===== config.mk =====
export PLATFORM = sky130hd
export DESIGN_NAME = join_top
export DESIGN_NICKNAME = d
export VERILOG_FILES = /design/src/join_pkg.sv /design/src/req_queue.sv /design/src/beat_fifo.sv /design/src/stream_join.sv /design/src/join_top.sv
export SDC_FILE = /design/constraint.sdc
export NUM_CORES = 1
export LEC_CHECK = 0
export BUFFER_PORTS_ARGS = -buffer_cell sky130_fd_sc_hd__clkbuf_2
export CELL_PAD_IN_SITES_DETAIL_PLACEMENT = 1
export CELL_PAD_IN_SITES_GLOBAL_PLACEMENT = 1
export CORE_MARGIN = 2
export CORE_UTILIZATION = 45
export CTS_CLUSTER_DIAMETER = 30
export CTS_CLUSTER_SIZE = 20
export DETAILED_ROUTE_END_ITERATION = 8
export PLACE_DENSITY = 0.69
export SETUP_SLACK_MARGIN = 0.4
export SLEW_MARGIN = 0
export SYNTH_ARGS = -nofsm -noshare
export SYNTH_HDL_FRONTEND = slang
export SYNTH_SLANG_ARGS = --single-unit

===== constraint.sdc =====
create_clock -name aclk -period 10.1 [get_ports aclk]
set_input_delay 2.02 -clock aclk [delete_from_list [all_inputs] [get_ports aclk]]
set_output_delay 2.02 -clock aclk [all_outputs]
set_load 0.01 [all_outputs]

===== src/join_pkg.sv =====
// Request field types and opcode encoding for the stream join
// Opcode 2'd3 is not a read, so it is routed like a write
package join_pkg;

  // ------------------------------------------------------------------
  // Request fields
  // ------------------------------------------------------------------

  // Operation code of a request
  typedef logic [1:0] opcode_t;

  // Burst length, number of beats minus one
  typedef logic [7:0] len_t;

  // Stream ID carried by requests and beats
  typedef logic [3:0] tid_t;

  // ------------------------------------------------------------------
  // Opcodes
  // ------------------------------------------------------------------

  // Write, burst comes from the receive stream
  localparam opcode_t OP_WR        = 2'd0;
  // Read, burst comes from the response stream
  localparam opcode_t OP_RD        = 2'd1;
  // Atomic read, also served from the response stream
  localparam opcode_t OP_RD_ATOMIC = 2'd2;

  // True for every opcode that takes its burst from the response stream
  function automatic logic is_rd_op(input opcode_t op);
    logic rd;
    rd = (op == OP_RD) || (op == OP_RD_ATOMIC);
    return rd;
  endfunction

endpackage


===== src/req_queue.sv =====
// First-word-fall-through request queue, DEPTH a power of two and at least 2
// Holds DEPTH entries in memory plus one in the output register
`timescale 1ns/1ps

module req_queue
  import join_pkg::*;
#(
  parameter int DEPTH = 4
) (
  input  logic    aclk,
  input  logic    aresetn,
  // Write side
  input  logic    in_valid,
  output logic    in_ready,
  input  opcode_t in_opcode,
  input  len_t    in_len,
  input  tid_t    in_tid,
  // Read side, registered
  output logic    out_valid,
  input  logic    out_ready,
  output opcode_t out_opcode,
  output len_t    out_len,
  output tid_t    out_tid
);

  localparam int PTR_BITS   = $clog2(DEPTH);
  localparam int CNT_BITS   = PTR_BITS + 1;
  localparam int ENTRY_BITS = $bits(opcode_t) + $bits(len_t) + $bits(tid_t);

  // Packed request entries
  logic [ENTRY_BITS-1:0] mem [DEPTH];
  logic [ENTRY_BITS-1:0] in_entry;

  logic [PTR_BITS-1:0] wr_ptr;
  logic [PTR_BITS-1:0] rd_ptr;
  // Entries held in memory, output register not counted
  logic [CNT_BITS-1:0] count;

  logic push;
  logic load;
  logic bypass;
  logic mem_wr;
  logic mem_rd;

  assign in_entry = {in_opcode, in_len, in_tid};

  // ------------------------------------------------------------------
  // Control
  // ------------------------------------------------------------------

  // Not full
  assign in_ready = (count != CNT_BITS'(DEPTH));
  assign push     = in_valid & in_ready;
  // Output register empty or being drained
  assign load     = ~out_valid | out_ready;
  // Empty memory, new request goes straight to the output register
  assign bypass   = load & (count == '0);
  assign mem_rd   = load & (count != '0);
  assign mem_wr   = push & ~bypass;

  always_ff @(posedge aclk) begin
    if (!aresetn) begin
      wr_ptr <= '0;
      rd_ptr <= '0;
      count  <= '0;
    end else begin
      if (mem_wr) begin
        wr_ptr <= wr_ptr + 1'b1;
      end
      if (mem_rd) begin
        rd_ptr <= rd_ptr + 1'b1;
      end
      // Simultaneous write and read keeps the count
      if (mem_wr && !mem_rd) begin
        count <= count + 1'b1;
      end else if (mem_rd && !mem_wr) begin
        count <= count - 1'b1;
      end
    end
  end

  // ------------------------------------------------------------------
  // Storage and output register
  // ------------------------------------------------------------------

  always_ff @(posedge aclk) begin
    if (mem_wr) begin
      mem[wr_ptr] <= in_entry;
    end
  end

  always_ff @(posedge aclk) begin
    if (!aresetn) begin
      out_valid <= 1'b0;
    end else if (load) begin
      out_valid <= mem_rd | push;
    end
  end

  // Oldest entry first, bypass only when memory is empty
  always_ff @(posedge aclk) begin
    if (mem_rd) begin
      {out_opcode, out_len, out_tid} <= mem[rd_ptr];
    end else if (bypass && push) begin
      {out_opcode, out_len, out_tid} <= in_entry;
    end
  end

endmodule


===== src/beat_fifo.sv =====
// Beat FIFO with registered output, DEPTH a power of two and at least 2
// in_tready follows out_tready when full, so the FIFO keeps one beat per cycle
`timescale 1ns/1ps

module beat_fifo
  import join_pkg::*;
#(
  parameter int DATA_BITS = 64,
  parameter int DEPTH     = 16
) (
  input  logic                   aclk,
  input  logic                   aresetn,
  // Write side
  input  logic                   in_tvalid,
  output logic                   in_tready,
  input  logic [DATA_BITS-1:0]   in_tdata,
  input  logic [DATA_BITS/8-1:0] in_tkeep,
  input  logic                   in_tlast,
  input  tid_t                   in_tid,
  // Read side, registered
  output logic                   out_tvalid,
  input  logic                   out_tready,
  output logic [DATA_BITS-1:0]   out_tdata,
  output logic [DATA_BITS/8-1:0] out_tkeep,
  output logic                   out_tlast,
  output tid_t                   out_tid
);

  localparam int KEEP_BITS  = DATA_BITS / 8;
  localparam int PTR_BITS   = $clog2(DEPTH);
  localparam int CNT_BITS   = PTR_BITS + 1;
  localparam int ENTRY_BITS = DATA_BITS + KEEP_BITS + 1 + $bits(tid_t);

  // Packed beats, tid on top and data at the bottom
  logic [ENTRY_BITS-1:0] mem [DEPTH];
  logic [ENTRY_BITS-1:0] in_entry;

  logic [PTR_BITS-1:0] wr_ptr;
  logic [PTR_BITS-1:0] rd_ptr;
  // Beats in memory, not counting the output stage
  logic [CNT_BITS-1:0] count;

  logic full;
  logic push;
  logic load;
  logic bypass;
  logic mem_wr;
  logic mem_rd;

  assign in_entry = {in_tid, in_tlast, in_tkeep, in_tdata};

  // ------------------------------------------------------------------
  // Control
  // ------------------------------------------------------------------

  assign full   = (count == CNT_BITS'(DEPTH));
  // Output stage free or handing its beat over this cycle
  assign load   = ~out_tvalid | out_tready;
  // Full memory still takes a beat while one leaves
  assign in_tready = ~full | load;
  assign push   = in_tvalid & in_tready;
  assign bypass = load & (count == '0);
  assign mem_rd = load & (count != '0);
  assign mem_wr = push & ~bypass;

  always_ff @(posedge aclk) begin
    if (!aresetn) begin
      wr_ptr <= '0;
      rd_ptr <= '0;
      count  <= '0;
    end else begin
      if (mem_wr) begin
        wr_ptr <= wr_ptr + 1'b1;
      end
      if (mem_rd) begin
        rd_ptr <= rd_ptr + 1'b1;
      end
      if (mem_wr && !mem_rd) begin
        count <= count + 1'b1;
      end else if (mem_rd && !mem_wr) begin
        count <= count - 1'b1;
      end
    end
  end

  // ------------------------------------------------------------------
  // Storage and output stage
  // ------------------------------------------------------------------

  // Same slot may be written and read when full, read sees the old beat
  always_ff @(posedge aclk) begin
    if (mem_wr) begin
      mem[wr_ptr] <= in_entry;
    end
  end

  always_ff @(posedge aclk) begin
    if (!aresetn) begin
      out_tvalid <= 1'b0;
    end else if (load) begin
      out_tvalid <= mem_rd | push;
    end
  end

  always_ff @(posedge aclk) begin
    if (mem_rd) begin
      {out_tid, out_tlast, out_tkeep, out_tdata} <= mem[rd_ptr];
    end else if (bypass && push) begin
      {out_tid, out_tlast, out_tkeep, out_tdata} <= in_entry;
    end
  end

endmodule


===== src/stream_join.sv =====
// Join controller, one burst of len+1 beats per accepted request
// Input tlast is passed through and never compared with the length
`timescale 1ns/1ps

module stream_join
  import join_pkg::*;
#(
  parameter int DATA_BITS = 64
) (
  input  logic                   aclk,
  input  logic                   aresetn,
  // Request in
  input  logic                   rq_valid,
  output logic                   rq_ready,
  input  opcode_t                rq_opcode,
  input  len_t                   rq_len,
  input  tid_t                   rq_tid,
  // Request queue write side
  output logic                   q_valid,
  input  logic                   q_ready,
  output opcode_t                q_opcode,
  output len_t                   q_len,
  output tid_t                   q_tid,
  // Receive stream, write data
  input  logic                   recv_tvalid,
  output logic                   recv_tready,
  input  logic [DATA_BITS-1:0]   recv_tdata,
  input  logic [DATA_BITS/8-1:0] recv_tkeep,
  input  logic                   recv_tlast,
  input  tid_t                   recv_tid,
  // Response stream, read data
  input  logic                   resp_tvalid,
  output logic                   resp_tready,
  input  logic [DATA_BITS-1:0]   resp_tdata,
  input  logic [DATA_BITS/8-1:0] resp_tkeep,
  input  logic                   resp_tlast,
  input  tid_t                   resp_tid,
  // Beat FIFO write side
  output logic                   f_tvalid,
  input  logic                   f_tready,
  output logic [DATA_BITS-1:0]   f_tdata,
  output logic [DATA_BITS/8-1:0] f_tkeep,
  output logic                   f_tlast,
  output tid_t                   f_tid
);

  typedef enum logic [0:0] {
    ST_IDLE,
    ST_MUX
  } state_t;

  state_t state;
  state_t state_next;

  // Current burst from the response stream
  logic rd_sel;
  logic rd_sel_next;
  // Beats left after the current one
  len_t cnt;
  len_t cnt_next;

  logic f_hs;
  logic tr_done;

  // ------------------------------------------------------------------
  // Stream mux
  // ------------------------------------------------------------------

  // Payload always follows the selected side, valid is gated
  always_comb begin
    f_tdata  = rd_sel ? resp_tdata : recv_tdata;
    f_tkeep  = rd_sel ? resp_tkeep : recv_tkeep;
    f_tlast  = rd_sel ? resp_tlast : recv_tlast;
    f_tid    = rd_sel ? resp_tid : recv_tid;
    f_tvalid = (state == ST_MUX) & (rd_sel ? resp_tvalid : recv_tvalid);
    // Unselected side stays stalled
    recv_tready = (state == ST_MUX) & ~rd_sel & f_tready;
    resp_tready = (state == ST_MUX) & rd_sel & f_tready;
  end

  assign f_hs    = f_tvalid & f_tready;
  // Last beat of the burst taken this cycle
  assign tr_done = f_hs & (cnt == '0);

  // ------------------------------------------------------------------
  // Request acceptance
  // ------------------------------------------------------------------

  // Idle, or back to back on the final beat, and room in the queue
  assign q_valid  = rq_valid & q_ready & ((state == ST_IDLE) | tr_done);
  assign rq_ready = q_valid;
  // Request forwarded unchanged
  assign q_opcode = rq_opcode;
  assign q_len    = rq_len;
  assign q_tid    = rq_tid;

  // ------------------------------------------------------------------
  // FSM
  // ------------------------------------------------------------------

  always_comb begin
    state_next  = state;
    rd_sel_next = rd_sel;
    cnt_next    = cnt;
    case (state)
      ST_IDLE: begin
        if (q_valid) begin
          state_next  = ST_MUX;
          rd_sel_next = is_rd_op(rq_opcode);
          cnt_next    = rq_len;
        end
      end
      ST_MUX: begin
        if (tr_done) begin
          if (q_valid) begin
            // Next burst starts right away
            rd_sel_next = is_rd_op(rq_opcode);
            cnt_next    = rq_len;
          end else begin
            state_next = ST_IDLE;
          end
        end else if (f_hs) begin
          cnt_next = cnt - len_t'(1);
        end
      end
      default: begin
        state_next = ST_IDLE;
      end
    endcase
  end

  always_ff @(posedge aclk) begin
    if (!aresetn) begin
      state  <= ST_IDLE;
      rd_sel <= 1'b0;
      cnt    <= '0;
    end else begin
      state  <= state_next;
      rd_sel <= rd_sel_next;
      cnt    <= cnt_next;
    end
  end

endmodule


===== src/join_top.sv =====
// Request-ordered join of the receive and response streams
// One burst per request, bursts never interleave, single clock domain
`timescale 1ns/1ps

module join_top
  import join_pkg::*;
#(
  parameter int DATA_BITS  = 64,
  parameter int REQ_DEPTH  = 4,
  parameter int FIFO_DEPTH = 16
) (
  input  logic                   aclk,
  input  logic                   aresetn,
  // Request in
  input  logic                   rq_valid,
  output logic                   rq_ready,
  input  opcode_t                rq_opcode,
  input  len_t                   rq_len,
  input  tid_t                   rq_tid,
  // Request out, in acceptance order
  output logic                   sq_valid,
  input  logic                   sq_ready,
  output opcode_t                sq_opcode,
  output len_t                   sq_len,
  output tid_t                   sq_tid,
  // Receive stream
  input  logic                   recv_tvalid,
  output logic                   recv_tready,
  input  logic [DATA_BITS-1:0]   recv_tdata,
  input  logic [DATA_BITS/8-1:0] recv_tkeep,
  input  logic                   recv_tlast,
  input  tid_t                   recv_tid,
  // Response stream
  input  logic                   resp_tvalid,
  output logic                   resp_tready,
  input  logic [DATA_BITS-1:0]   resp_tdata,
  input  logic [DATA_BITS/8-1:0] resp_tkeep,
  input  logic                   resp_tlast,
  input  tid_t                   resp_tid,
  // Joined output stream
  output logic                   m_tvalid,
  input  logic                   m_tready,
  output logic [DATA_BITS-1:0]   m_tdata,
  output logic [DATA_BITS/8-1:0] m_tkeep,
  output logic                   m_tlast,
  output tid_t                   m_tid
);

  localparam int KEEP_BITS = DATA_BITS / 8;

  // Controller to request queue
  logic    q_valid;
  logic    q_ready;
  opcode_t q_opcode;
  len_t    q_len;
  tid_t    q_tid;

  // Controller to beat FIFO
  logic                 f_tvalid;
  logic                 f_tready;
  logic [DATA_BITS-1:0] f_tdata;
  logic [KEEP_BITS-1:0] f_tkeep;
  logic                 f_tlast;
  tid_t                 f_tid;

  // ------------------------------------------------------------------
  // Controller
  // ------------------------------------------------------------------

  stream_join #(
    .DATA_BITS (DATA_BITS)
  ) u_stream_join (
    .aclk        (aclk),
    .aresetn     (aresetn),
    .rq_valid    (rq_valid),
    .rq_ready    (rq_ready),
    .rq_opcode   (rq_opcode),
    .rq_len      (rq_len),
    .rq_tid      (rq_tid),
    .q_valid     (q_valid),
    .q_ready     (q_ready),
    .q_opcode    (q_opcode),
    .q_len       (q_len),
    .q_tid       (q_tid),
    .recv_tvalid (recv_tvalid),
    .recv_tready (recv_tready),
    .recv_tdata  (recv_tdata),
    .recv_tkeep  (recv_tkeep),
    .recv_tlast  (recv_tlast),
    .recv_tid    (recv_tid),
    .resp_tvalid (resp_tvalid),
    .resp_tready (resp_tready),
    .resp_tdata  (resp_tdata),
    .resp_tkeep  (resp_tkeep),
    .resp_tlast  (resp_tlast),
    .resp_tid    (resp_tid),
    .f_tvalid    (f_tvalid),
    .f_tready    (f_tready),
    .f_tdata     (f_tdata),
    .f_tkeep     (f_tkeep),
    .f_tlast     (f_tlast),
    .f_tid       (f_tid)
  );

  // ------------------------------------------------------------------
  // Buffers
  // ------------------------------------------------------------------

  // Full queue holds off new bursts
  req_queue #(
    .DEPTH (REQ_DEPTH)
  ) u_req_queue (
    .aclk       (aclk),
    .aresetn    (aresetn),
    .in_valid   (q_valid),
    .in_ready   (q_ready),
    .in_opcode  (q_opcode),
    .in_len     (q_len),
    .in_tid     (q_tid),
    .out_valid  (sq_valid),
    .out_ready  (sq_ready),
    .out_opcode (sq_opcode),
    .out_len    (sq_len),
    .out_tid    (sq_tid)
  );

  beat_fifo #(
    .DATA_BITS (DATA_BITS),
    .DEPTH     (FIFO_DEPTH)
  ) u_beat_fifo (
    .aclk       (aclk),
    .aresetn    (aresetn),
    .in_tvalid  (f_tvalid),
    .in_tready  (f_tready),
    .in_tdata   (f_tdata),
    .in_tkeep   (f_tkeep),
    .in_tlast   (f_tlast),
    .in_tid     (f_tid),
    .out_tvalid (m_tvalid),
    .out_tready (m_tready),
    .out_tdata  (m_tdata),
    .out_tkeep  (m_tkeep),
    .out_tlast  (m_tlast),
    .out_tid    (m_tid)
  );

endmodule


; Word-level counts from Yosys, hierarchy flattened
; Memories as Yosys holds them, arrays and structs flattened. A register that Yosys moved wholly into a read port is not among the register bits.
; Index checks and enable logic that the tools add are counted.
[op_classes]
n_shift = 0
bitwise = 29
mul = 0
eq_ne = 6
n_addsub = 9
n_reduce_logical = 20
mux = 41
div_mod_pow = 0
magnitude_cmp = 0
[ops]
columns = operator, n
row1 = 64-bit two-way mux, 3
row2 = 8-bit two-way mux, 8
row3 = 4-bit two-way mux, 7
row4 = 1-bit bitwise AND, 16
row5 = 8-bit one-hot mux with 2 select lines, 1
row6 = 1-bit two-way mux, 12
row7 = 5-bit two-way mux, 2
row8 = 4-bit by 1-bit adder with 4-bit output (second input constant), 2
row9 = 8-bit zero test, 1
row10 = 2-bit two-way mux, 4
row11 = 2-bit nonzero test, 4
row12 = 8-bit by 1-bit subtractor with 8-bit output (second input constant), 1
row13 = 1-bit NOT, 7
row14 = 1-bit logical AND, 6
row15 = 3-bit two-way mux, 2
row16 = 1-bit bitwise OR, 6
row17 = 5-bit by 1-bit adder with 5-bit output (second input constant), 1
row18 = 5-bit equality test (second input constant), 1
row19 = 5-bit zero test, 1
row20 = 5-bit nonzero test, 1
row21 = 5-bit by 1-bit subtractor with 5-bit output (second input constant), 1
row22 = 2-bit by 1-bit adder with 2-bit output (second input constant), 2
row23 = 1-bit zero test, 4
row24 = 1-bit one-hot mux with 2 select lines, 2
row25 = other kinds (10), 10
[totals]
register_bits = 123
input_bits = 175
latchBits = 0
memories = 2
romBits = 0
output_inout_bits = 96
mem_bits_rw = 1288
wordCells = 125
[mem_list]
columns = memory, depth, width, rd, rd_ports_with_merged_regs, write_ports, line_no
row1 = u_beat_fifo.mem, 16, 77, 1, 1, 1, beat_fifo.sv:35  ; logic [ENTRY_BITS-1:0] mem [DEPTH];
row2 = u_req_queue.mem, 4, 14, 1, 1, 1, req_queue.sv:31  ; logic [ENTRY_BITS-1:0] mem [DEPTH];

; Logic depth before layout (Yosys ltp)
; Gate-level depths: netlist of run 1.
[depth]
ltp_word = 13
depth_mapped = 10

; Cells and area by module
; Synthesis of run 1 repeated with hierarchy kept, for this count alone.
[unflattened]
hier_cells = 2527
area_unflattened_um2 = 55619.6
[by_module_without_submodules]
columns = mod, cells_per_inst, area_per_inst_um2, seq_area_each_um2, instances
row1 = beat_fifo, 2169, 50586.0, 39668.0, 1
row2 = req_queue, 160, 3204.3, 2302.2, 1
row3 = stream_join, 198, 1829.3, 200.2, 1

; Least setup slack after synthesis of run 1
; Ideal clock, no wire load.
[synth_timing]
kind = in2reg
from = input m_tready
to = memory u_beat_fifo.mem[0][0] in the netlist's numbering, enable pin
n_path_buf = 0
t_arrival_ns = 8.157
stages = 5
t_required_ns = 9.493
slack_ns = 1.337
path_cell_list = nor2b_1 xnor2_1 a21oi_1 nand2_1 nor3_1
[synth_via]
elab_chain_cells = 6
word_cells_on_any_way = 8
classes_between = mux: 2 / bitwise: 6
[synth_lines]
columns = element, line_no
row1 = from (decl), join_top.sv:42  ; input logic m_tready,
row2 = 1-bit bitwise OR *, beat_fifo.sv:58  ; assign load = ~out_tvalid | out_tready;
row3 = 1-bit bitwise OR / 1-bit bitwise AND (equally long branches), "beat_fifo.sv:60, beat_fifo.sv:62"
row4 = 1-bit bitwise AND / 1-bit NOT (equally long branches), "beat_fifo.sv:61, beat_fifo.sv:64"
row5 = 1-bit bitwise AND *, beat_fifo.sv:64  ; assign mem_wr = push & ~bypass;
row6 = 1-bit two-way mux *, beat_fifo.sv:92  ; if (mem_wr) begin
row7 = 1-bit two-way mux (implied by the code) *, beat_fifo.sv:93  ; mem[wr_ptr] <= in_entry;
row8 = to (decl), beat_fifo.sv:35
; Mark *: on every way between the ends. The rest lies on a longest branch, timed or not.

; Worst setup path in the final report of run 1
[layout_timing]
from = input m_tready
to = output rq_ready
[layout_via]
elab_chain_cells = 6
[layout_lines]
columns = element, line_no
row1 = 1-bit bitwise OR, beat_fifo.sv:58
row2 = 1-bit bitwise OR, beat_fifo.sv:60  ; assign in_tready = ~full | load;
row3 = 1-bit bitwise AND, stream_join.sv:81  ; assign f_hs = f_tvalid & f_tready;
row4 = 1-bit bitwise AND, stream_join.sv:83  ; assign tr_done = f_hs & (cnt == '0);
row5 = 1-bit bitwise OR, stream_join.sv:90  ; assign q_valid = rq_valid & q_ready & ((state == ST_IDLE) | tr_done);
row6 = 1-bit bitwise AND, stream_join.sv:90
row7 = to (decl), join_top.sv:16  ; output logic rq_ready,
; No other way between the ends.

==> reports/qor.yml, run 1 <==
run_status:
  status: "completed"
critical_path:
  crit_path_end_kind: "primary output"
  critPathKind: "in -> out"
  cp_common_cell: "clkbuf_2"
  cp_cell_sequence: "clkbuf_2, nor2b_1, a32oi_1, nand3_2, inv_1, clkbuf_2"
  r2r_setup_slack_ns: 5.32
  required_ns: 8.08
  cpPeakStageDelay_ns: 0.62
  cp_slowest_cell: "nor2b_1"
  ff2ff_path_depth: 7
  cp.arrival_ns: 3.55
  reg2reg_from: "u_stream_join.rd_sel"
  r2r-end: "u_beat_fifo.mem[10][33]"
  critical_path_peak_fanout: 8
  setup.worst_path.start_class: "input port"
timing:
  finalSetupTns_ns: 0
  finClkSkew_ns: 0.0584
  max_slew_margin_pct: 20.7
  fin_crit_sh_pct: 55.2
  grt_setup_unrepaired: "false"
  hold_viol_final: 0
  fmax_mhz: 179
  setup_viol: 0
  worst-slew-pin-transition_ns: 1.19
  drv_slew: 0
  period_minus_slack_ns: 5.57
routing:
  viasPerCell: 5.74
  drt_iter0_markers: 2013
  route.detailed.drc: 0
  ant_nets: 0
  drt-total-wl_mm: 137
  routedWlPerCell_um: 28.1
  dr.pass1.iters: 7
  via_count: 28000
clocking:
  clock_latency_ns: 0.88
  h-tree-depth: 5
  clk_pin_slew_ns: 0.05
  holdBufCountCts: 0
  clock_sinks: 1417
  root_buffer: "clkbuf_16"
  postCtsSetupBuffers: 0
  cts_tree: "yes"
  cts.path.max_buffers: 4
  cts_resized: 0
  cts_buffers: 298
global_routing:
  grt_pass1_vias: 31200
  grt_overflow: 0
  grt_pass1_wl_mm: 205
  track_usage_pct: 22.1
  grt_max_degree: 149
  antenna_found_initial: 0
floorplanning:
  die_w_um: 354
  core_area_sq_mm: 0.122
  io_pins: 271
  die_y_um: 354
  rows: 128
  dieArea_sq_mm: 0.125
  start_util_pct: 45.3
synthesis:
  synth_common_cells: "edfxtp_1, mux4_2, mux2_2, nor2_1, clkbuf_1"
  syn_avg_cell_area_sq_um: 21.5
  yosys_warnings: 0
  syn-cell-area_sq_mm: 0.0551
  yosysMostFrequentCell: "edfxtp_1"
  syn_inst: 2567
  synth_flop_cell: "edfxtp_1"
  synth_area_leaders: "edfxtp_1, mux4_2, mux2_2, dfxtp_1, a211oi_1"
  synth-edff-count: 1379
  synth_largest_area_cell: "edfxtp_1"
  ys_seq_elements: 1417
  syn_nets: 2758
  async_reset_ff_share_pct: 0
  seq_area_frac_synth_pct: 76.5
  synth_top_area_share_pct: 75.1
  synthDistinctLibCells: 51
power_and_ir_drop:
  fin_total_pwr_mw: 21.3
  power.share.sequential_pct: 35.3
  p_int_mw: 15.5
  peakVddDrop_v: 0.000221
  p_sw_share_pct: 27.4
  p_per_area_mw_per_mm2: 312
  p_leak_nw: 22.4
  pwr-share-comb_pct: 19.5
  p_switching_mw: 5.83
  clkPwrFrac_pct: 45.2
finish:
  design.final.nets: 3230
  drive_above_1_share_pct: 40.1
  finish.utilization_pct: 56.2
  syn_to_final_growth_pct: 24.0
  diodes: 0
worst_hold_path:
  min_path_type: "reg -> reg"
  holdPathEnd: "u_req_queue.count[1]"
  hold_start: "u_req_queue.count[1]"
  whs_path_depth: 2
job:
  maxCapViolations: 0
place:
  place_congestion: 0.746
  port-buffer-count: 270
  dp_hpwl_mm: 72.6
[flip-flops by register name, summed over array words and instances (netlist names), 3 cells and up, named ones only]
signal / cells
u_beat_fifo.out_tid: 4
u_stream_join.cnt: 8
u_beat_fifo.out_tdata: 64
u_req_queue.mem: 56
u_req_queue.count: 3
u_beat_fifo.mem: 1232
u_beat_fifo.wr_ptr: 4
u_req_queue.out_len: 8
u_req_queue.out_tid: 4
u_beat_fifo.count: 5
u_beat_fifo.out_tkeep: 8
u_beat_fifo.rd_ptr: 4
[worst max-delay path, delay by kind of cell]
kind	cells	cell delay, ns
simple gates	2	0.87
buf+inv	3	0.31
compound gates	1	0.35
[power by group through the flow]
stage,registers (mW),clock network (mW),logic [mW]
6_report,7.52,9.63,4.15
4_1_cts,7.54,9.77,4.24
3_3_place_gp,7.63,0,4.03
5_1_grt,7.57,10.0,4.50
3_5_place_dp,7.64,0,4.16
2_1_floorplan,7.54,0,2.85
[stage by stage]
stage          cell area (sq um)  worst slack (ns)  cells  hold slack (ns)
2_1_floorplan              55100              1.34   2567            0.459
3_3_place_gp               58400              4.03   4364            0.472
3_5_place_dp               58400              3.82   4364            0.491
4_1_cts                    68400              4.52   4886            0.504
5_1_grt                    68400              4.42   4886            0.524
6_report                   68400              4.53   4886            0.500
[worst max-delay path by stage]
stage	startpoint	end	slack, ns
floorplan	m_tready	u_beat_fifo.mem[0][0]	1.34
global placement	m_tready	u_beat_fifo.mem[12][10]	4.03
detailed placement	m_tready	u_beat_fifo.mem[12][10]	3.82
CTS	m_tready	rq_ready	4.52
global route	m_tready	rq_ready	4.42
finish	m_tready	rq_ready	4.53
[cell families after synthesis]
group	share of synthesized area (%)
AOI/OAI and AO/OA	2.65
xor gates and xnor gates	0.238
adders and majority gates	0.390
buffers and inverters	1.16
DFF	76.5
muxes	16.8
and+or+nand+nor	2.33
[per-layer routing]
| layer | part of all wire (%) | track usage [%] |
|---|---|---|
| met1 | 41 | 28.8 |
| met2 | 51 | 37.2 |
| met5 | 0 | 0 |
| met3 | 5.7 | 4.53 |
| met4 | 2.6 | 7.76 |
[area by class of cell]
cell class	count	area (sq um)
Timing Repair Buffer	314	1690
Multi-Input combinational cell	995	12500
Inverter	13	48.8
Sequential cell	1417	42200
Fill cell	10400	53400
Clock inverter	195	2270
Clock buffer	327	7650
Tap cell	1625	2030
[cells in the final DEF, fill, tap and decap left out, drive strengths merged, types with 2 or more instances in the layout]
master and count:
and2 6, o31ai 2, clkinv 88, nand2b 8, mux2i 9, mux4 322
or3b 2, clkbuf 597, or4 2, ha 14, nand2 18, o221a 5
o22ai 78, buf 44, mux2 168, xor2 5, o21ai 7, a31oi 6
nor2 116, dfxtp 38, a211oi 80, nor4 6, edfxtp 1379, clkinvlp 32
a21o 2, nand3 7, inv 49, xnor2 10, fa 2, o21a 5
a21oi 14, nor2b 79, bufinv 39, nor3 12
No activity file was read; power rests on OpenSTA's default activity.
==> run 2: changes to the inputs <==
--- a/config.mk
+++ b/config.mk
@@ -5,6 +5,7 @@
 export SDC_FILE = /design/constraint.sdc
 export NUM_CORES = 1
 export LEC_CHECK = 0
+export ABC_AREA = 1
 export BUFFER_PORTS_ARGS = -buffer_cell sky130_fd_sc_hd__clkbuf_2
 export CELL_PAD_IN_SITES_DETAIL_PLACEMENT = 1
 export CELL_PAD_IN_SITES_GLOBAL_PLACEMENT = 1
@@ -13,7 +14,7 @@
 export CTS_CLUSTER_DIAMETER = 30
 export CTS_CLUSTER_SIZE = 20
 export DETAILED_ROUTE_END_ITERATION = 8
-export PLACE_DENSITY = 0.69
+export PLACE_DENSITY = 0.73
 export SETUP_SLACK_MARGIN = 0.4
 export SLEW_MARGIN = 0
 export SYNTH_ARGS = -nofsm -noshare
==> constraint.sdc (replaced) <==
create_clock -name aclk -period 5.75 [get_ports aclk]
set_input_delay 1.15 -clock aclk [delete_from_list [all_inputs] [get_ports aclk]]
set_output_delay 1.15 -clock aclk [all_outputs]
set_load 0.01 [all_outputs]
==> run 2 against run 1 <==
Against the previous run:
- global-route usage is 3.9 points higher
- utilization is 0.60 points lower
- via count is 38% higher
- flip-flop and latch count stayed put
- final cell count is 34% higher
- cell area is 2.1% higher
- setup slack worse by 2.7 ns
- clock power is 75% higher
- synthesized cell count is 69% higher
- sequential share of layout area is 1.2 points lower
- non-clock buffer count is 14 higher
- critical endpoint unchanged
- largest cell class unchanged
==> reports/qor.yml, run 2 <==
run_status:
  status: "completed"
synthesis:
  syn_avg_cell_area_sq_um: 13.1  # -39%
  yosysMostFrequentCell: "edfxtp_1"
  synth_common_cells: "edfxtp_1, nor2_1, nand2_1, o21ai_0"
  yosys_warnings: 0  # unchanged
  ys_seq_elements: 1417  # unchanged
  synthDistinctLibCells: 32  # -37%
  synth-edff-count: 1379  # unchanged
  syn_inst: 4351  # +69%
  synth_area_leaders: "edfxtp_1, nor2_1, o221ai_1, nand2_1, o21bai_1"
  syn-cell-area_sq_mm: 0.0569  # +3.3%
  synth_top_area_share_pct: 72.7  # -2.4 points
  seq_area_frac_synth_pct: 74.1  # -2.4 points
  syn_nets: 4542  # +65%
  synth_flop_cell: "edfxtp_1"
  synth_largest_area_cell: "edfxtp_1"
  async_reset_ff_share_pct: 0  # unchanged
worst_hold_path:
  hold_start: "u_req_queue.rd_ptr[1]"
  whs_path_depth: 2  # unchanged
  min_path_type: "reg -> reg"
routing:
  routedWlPerCell_um: 25.9  # -7.9%
  route.detailed.drc: 0  # unchanged
  ant_nets: 0  # unchanged
  dr.pass1.iters: 5  # -2
  drt-total-wl_mm: 170  # +24%
  via_count: 38600  # +38%
  viasPerCell: 5.88  # +2.4%
  drt_iter0_markers: 3458  # +72%
timing:
  hold_viol_final: 0  # unchanged
  max_slew_margin_pct: 13.0  # -7.7 points
  fin_crit_sh_pct: 68.8
  worst-slew-pin-transition_ns: 1.30  # +0.114 ns
  drv_slew: 0  # unchanged
  grt_setup_unrepaired: "false"
  timing.hold.ws_ns: 0.470  # -0.0299 ns
  finalSetupTns_ns: 0  # unchanged
  fmax_mhz: 253
  finClkSkew_ns: 0.0517  # -0.00666 ns
  period_minus_slack_ns: 3.96
  setup_viol: 0  # unchanged
clocking:
  clock_sinks: 1417  # unchanged
  clk_pin_slew_ns: 0.04  # about the same
  clock_latency_ns: 0.88  # about the same
  root_buffer: "clkbuf_16"
  cts_buffers: 306  # +2.7%
  postCtsSetupBuffers: 0  # unchanged
  h-tree-depth: 5  # unchanged
  cts_resized: 0  # unchanged
  holdBufCountCts: 0  # unchanged
  cts_tree: "yes"
  cts.path.max_buffers: 4  # unchanged
global_routing:
  grt_pass1_vias: 42200  # +35%
  top_usage_layer: "met2"
  met3_usage_pct: 4.93  # +0.41 points
  met1_usage_pct: 32.7  # +3.9 points
  grt_max_degree: 269  # +81%
  grtUsageMet2_pct: 44.8  # +7.6 points
  grt_pass1_wl_mm: 258  # +25%
  antenna_found_initial: 2  # +2
  track_usage_pct: 26.1  # +3.9 points
  grt_overflow: 0  # unchanged
critical_path:
  r2r-end: "u_beat_fifo.out_tkeep[0]"
  crit_path_end_kind: "primary output"
  cpPeakStageDelay_ns: 0.46  # -0.16 ns
  ff2ff_path_depth: 8  # +1
  cp_cell_sequence: "nor2_1, nand2_1, o21ai_2, nand2_1, nand3_1, inv_1, clkbuf_2"
  critPathKind: "reg -> out"
  setup.worst_path.start_class: "flop"
  cp_slowest_cell: "nand3_1"
  cp_common_cell: "nand2_1"
  critical_path_peak_fanout: 15  # +7
  r2r_setup_slack_ns: 2.21  # -3.11 ns
  required_ns: 4.60  # -3.48 ns
  cp.arrival_ns: 2.81  # -0.74 ns
power_and_ir_drop:
  p_sw_share_pct: 31.7  # +4.3 points
  clkPwrFrac_pct: 43.5  # -1.7 points
  p_leak_nw: 24.5  # +9.6%
  power.share.sequential_pct: 34.2  # -1.1 points
  p_int_mw: 26.6  # +72%
  pwr-share-comb_pct: 22.3  # +2.8 points
  p_switching_mw: 12.3  # +110%
  peakVddDrop_v: 0.000423  # +91%
  p_per_area_mw_per_mm2: 558  # +79%
finish:
  syn_to_final_growth_pct: 22.5
  drive_above_1_share_pct: 16.7  # -23 points
  largest_reg_flops: 1232  # unchanged
  design.final.nets: 4877  # +51%
  diodes: 0  # unchanged
  final_cell_mix: "edfxtp_1, nor2_1, nand2_1, o21ai_0, clkbuf_16"
  final_common_cell: "edfxtp_1"
  largest_register: "u_beat_fifo.mem"
floorplanning:
  die_w_um: 360  # +1.6%
  core_area_sq_mm: 0.126  # +3.2%
  rows: 130  # +1.6%
  dieArea_sq_mm: 0.129  # +3.2%
  io_pins: 271  # unchanged
  die_y_um: 360  # +1.6%
  start_util_pct: 45.3  # about the same
job:
  maxCapViolations: 0  # unchanged
place:
  dp_hpwl_mm: 81.4  # +12%
  port-buffer-count: 270  # unchanged
  place_congestion: 0.738  # -1.1%
==> run 2: logic make-up (layout without fill, tap and decap cells) <==
| logic type | Yosys count | in the layout | share of synthesized area (%) |
|---|---|---|---|
| compound gates | 1034 | 1034 | 12.4 |
| flops | 1417 | 1417 | 74.1 |
| simple gates | 1528 | 1528 | 10.5 |
| buf+inv | 350 | 912 | 2.63 |
| xor+xnor | 6 | 6 | 0.0923 |
| fa+ha+maj | 16 | 16 | 0.378 |
==> run 2: how the worst max path moves through the flow <==
stage / startpoint / end / depth (start not counted)
finish: u_beat_fifo.count[0] / rq_ready / 7
global route: u_beat_fifo.count[0] / rq_ready / 7
CTS: u_beat_fifo.count[2] / rq_ready / 7
detailed placement: m_tready / u_req_queue.mem[2][3] / 9
global placement: resp_tvalid / u_req_queue.mem[2][12] / 9
floorplan: m_tready / u_beat_fifo.mem[11][0] / 8
==> run 2: power by group through the flow <==
| stage | registers, mW | clock network, mW | logic [mW] |
|---|---|---|---|
| after floorplan | 13.5 | 0 | 5.59 |
| after global placement | 13.5 | 0 | 8.15 |
| after detailed placement | 13.5 | 0 | 8.54 |
| after CTS | 13.3 | 17.1 | 8.77 |
| after global routing | 13.4 | 17.6 | 9.62 |
| final | 13.3 | 16.9 | 8.69 |
==> run 2: final cells by class <==
cell class	instances	area (sq um)
sequential	1417	42200
fill	12300	55800
timing repair buffer	328	2020
inverter	49	206
tap	1650	2060
clock buffer	349	7980
clock inverter	186	1890
multi-input combinational	2584	13400
==> run 2: worst max-delay path: cells and delay by family, from the launching register on <==
kind                   cells  cell delay (ns)
buffers and inverters      2             0.27
and+or+nand+nor            4             1.04
AOI/OAI and AO/OA          1             0.27
DFF                        1             0.36
==> run 2: metrics by stage <==
| stage | area, sq um | setup WS [ns] | util (%) | power, mW | cells |
|---|---|---|---|---|---|
| 2_1_floorplan | 56900 | 0.199 | - | 19.0 | 4351 |
| 3_3_place_gp | 59900 | 1.68 | 47.7 | 21.6 | 6028 |
| 3_5_place_dp | 59900 | 1.54 | 47.7 | 22.0 | 6028 |
| 4_1_cts | 69800 | 1.73 | 55.6 | 39.2 | 6563 |
| 5_1_grt | 69800 | 1.58 | 55.6 | 40.6 | 6563 |
| 6_report | 69800 | 1.79 | 55.6 | 38.9 | 6563 |
==> run 2: layer usage <==
metal | share of wire, % | vias to the layer above | wire (um)
li1 | - | 16900 | -
met1 | 40 | 19900 | 68400
met2 | 51 | 1415 | 86500
met3 | 5.8 | 338 | 9930
met4 | 3.1 | 2 | 5190
met5 | 0.0076 | - | 13
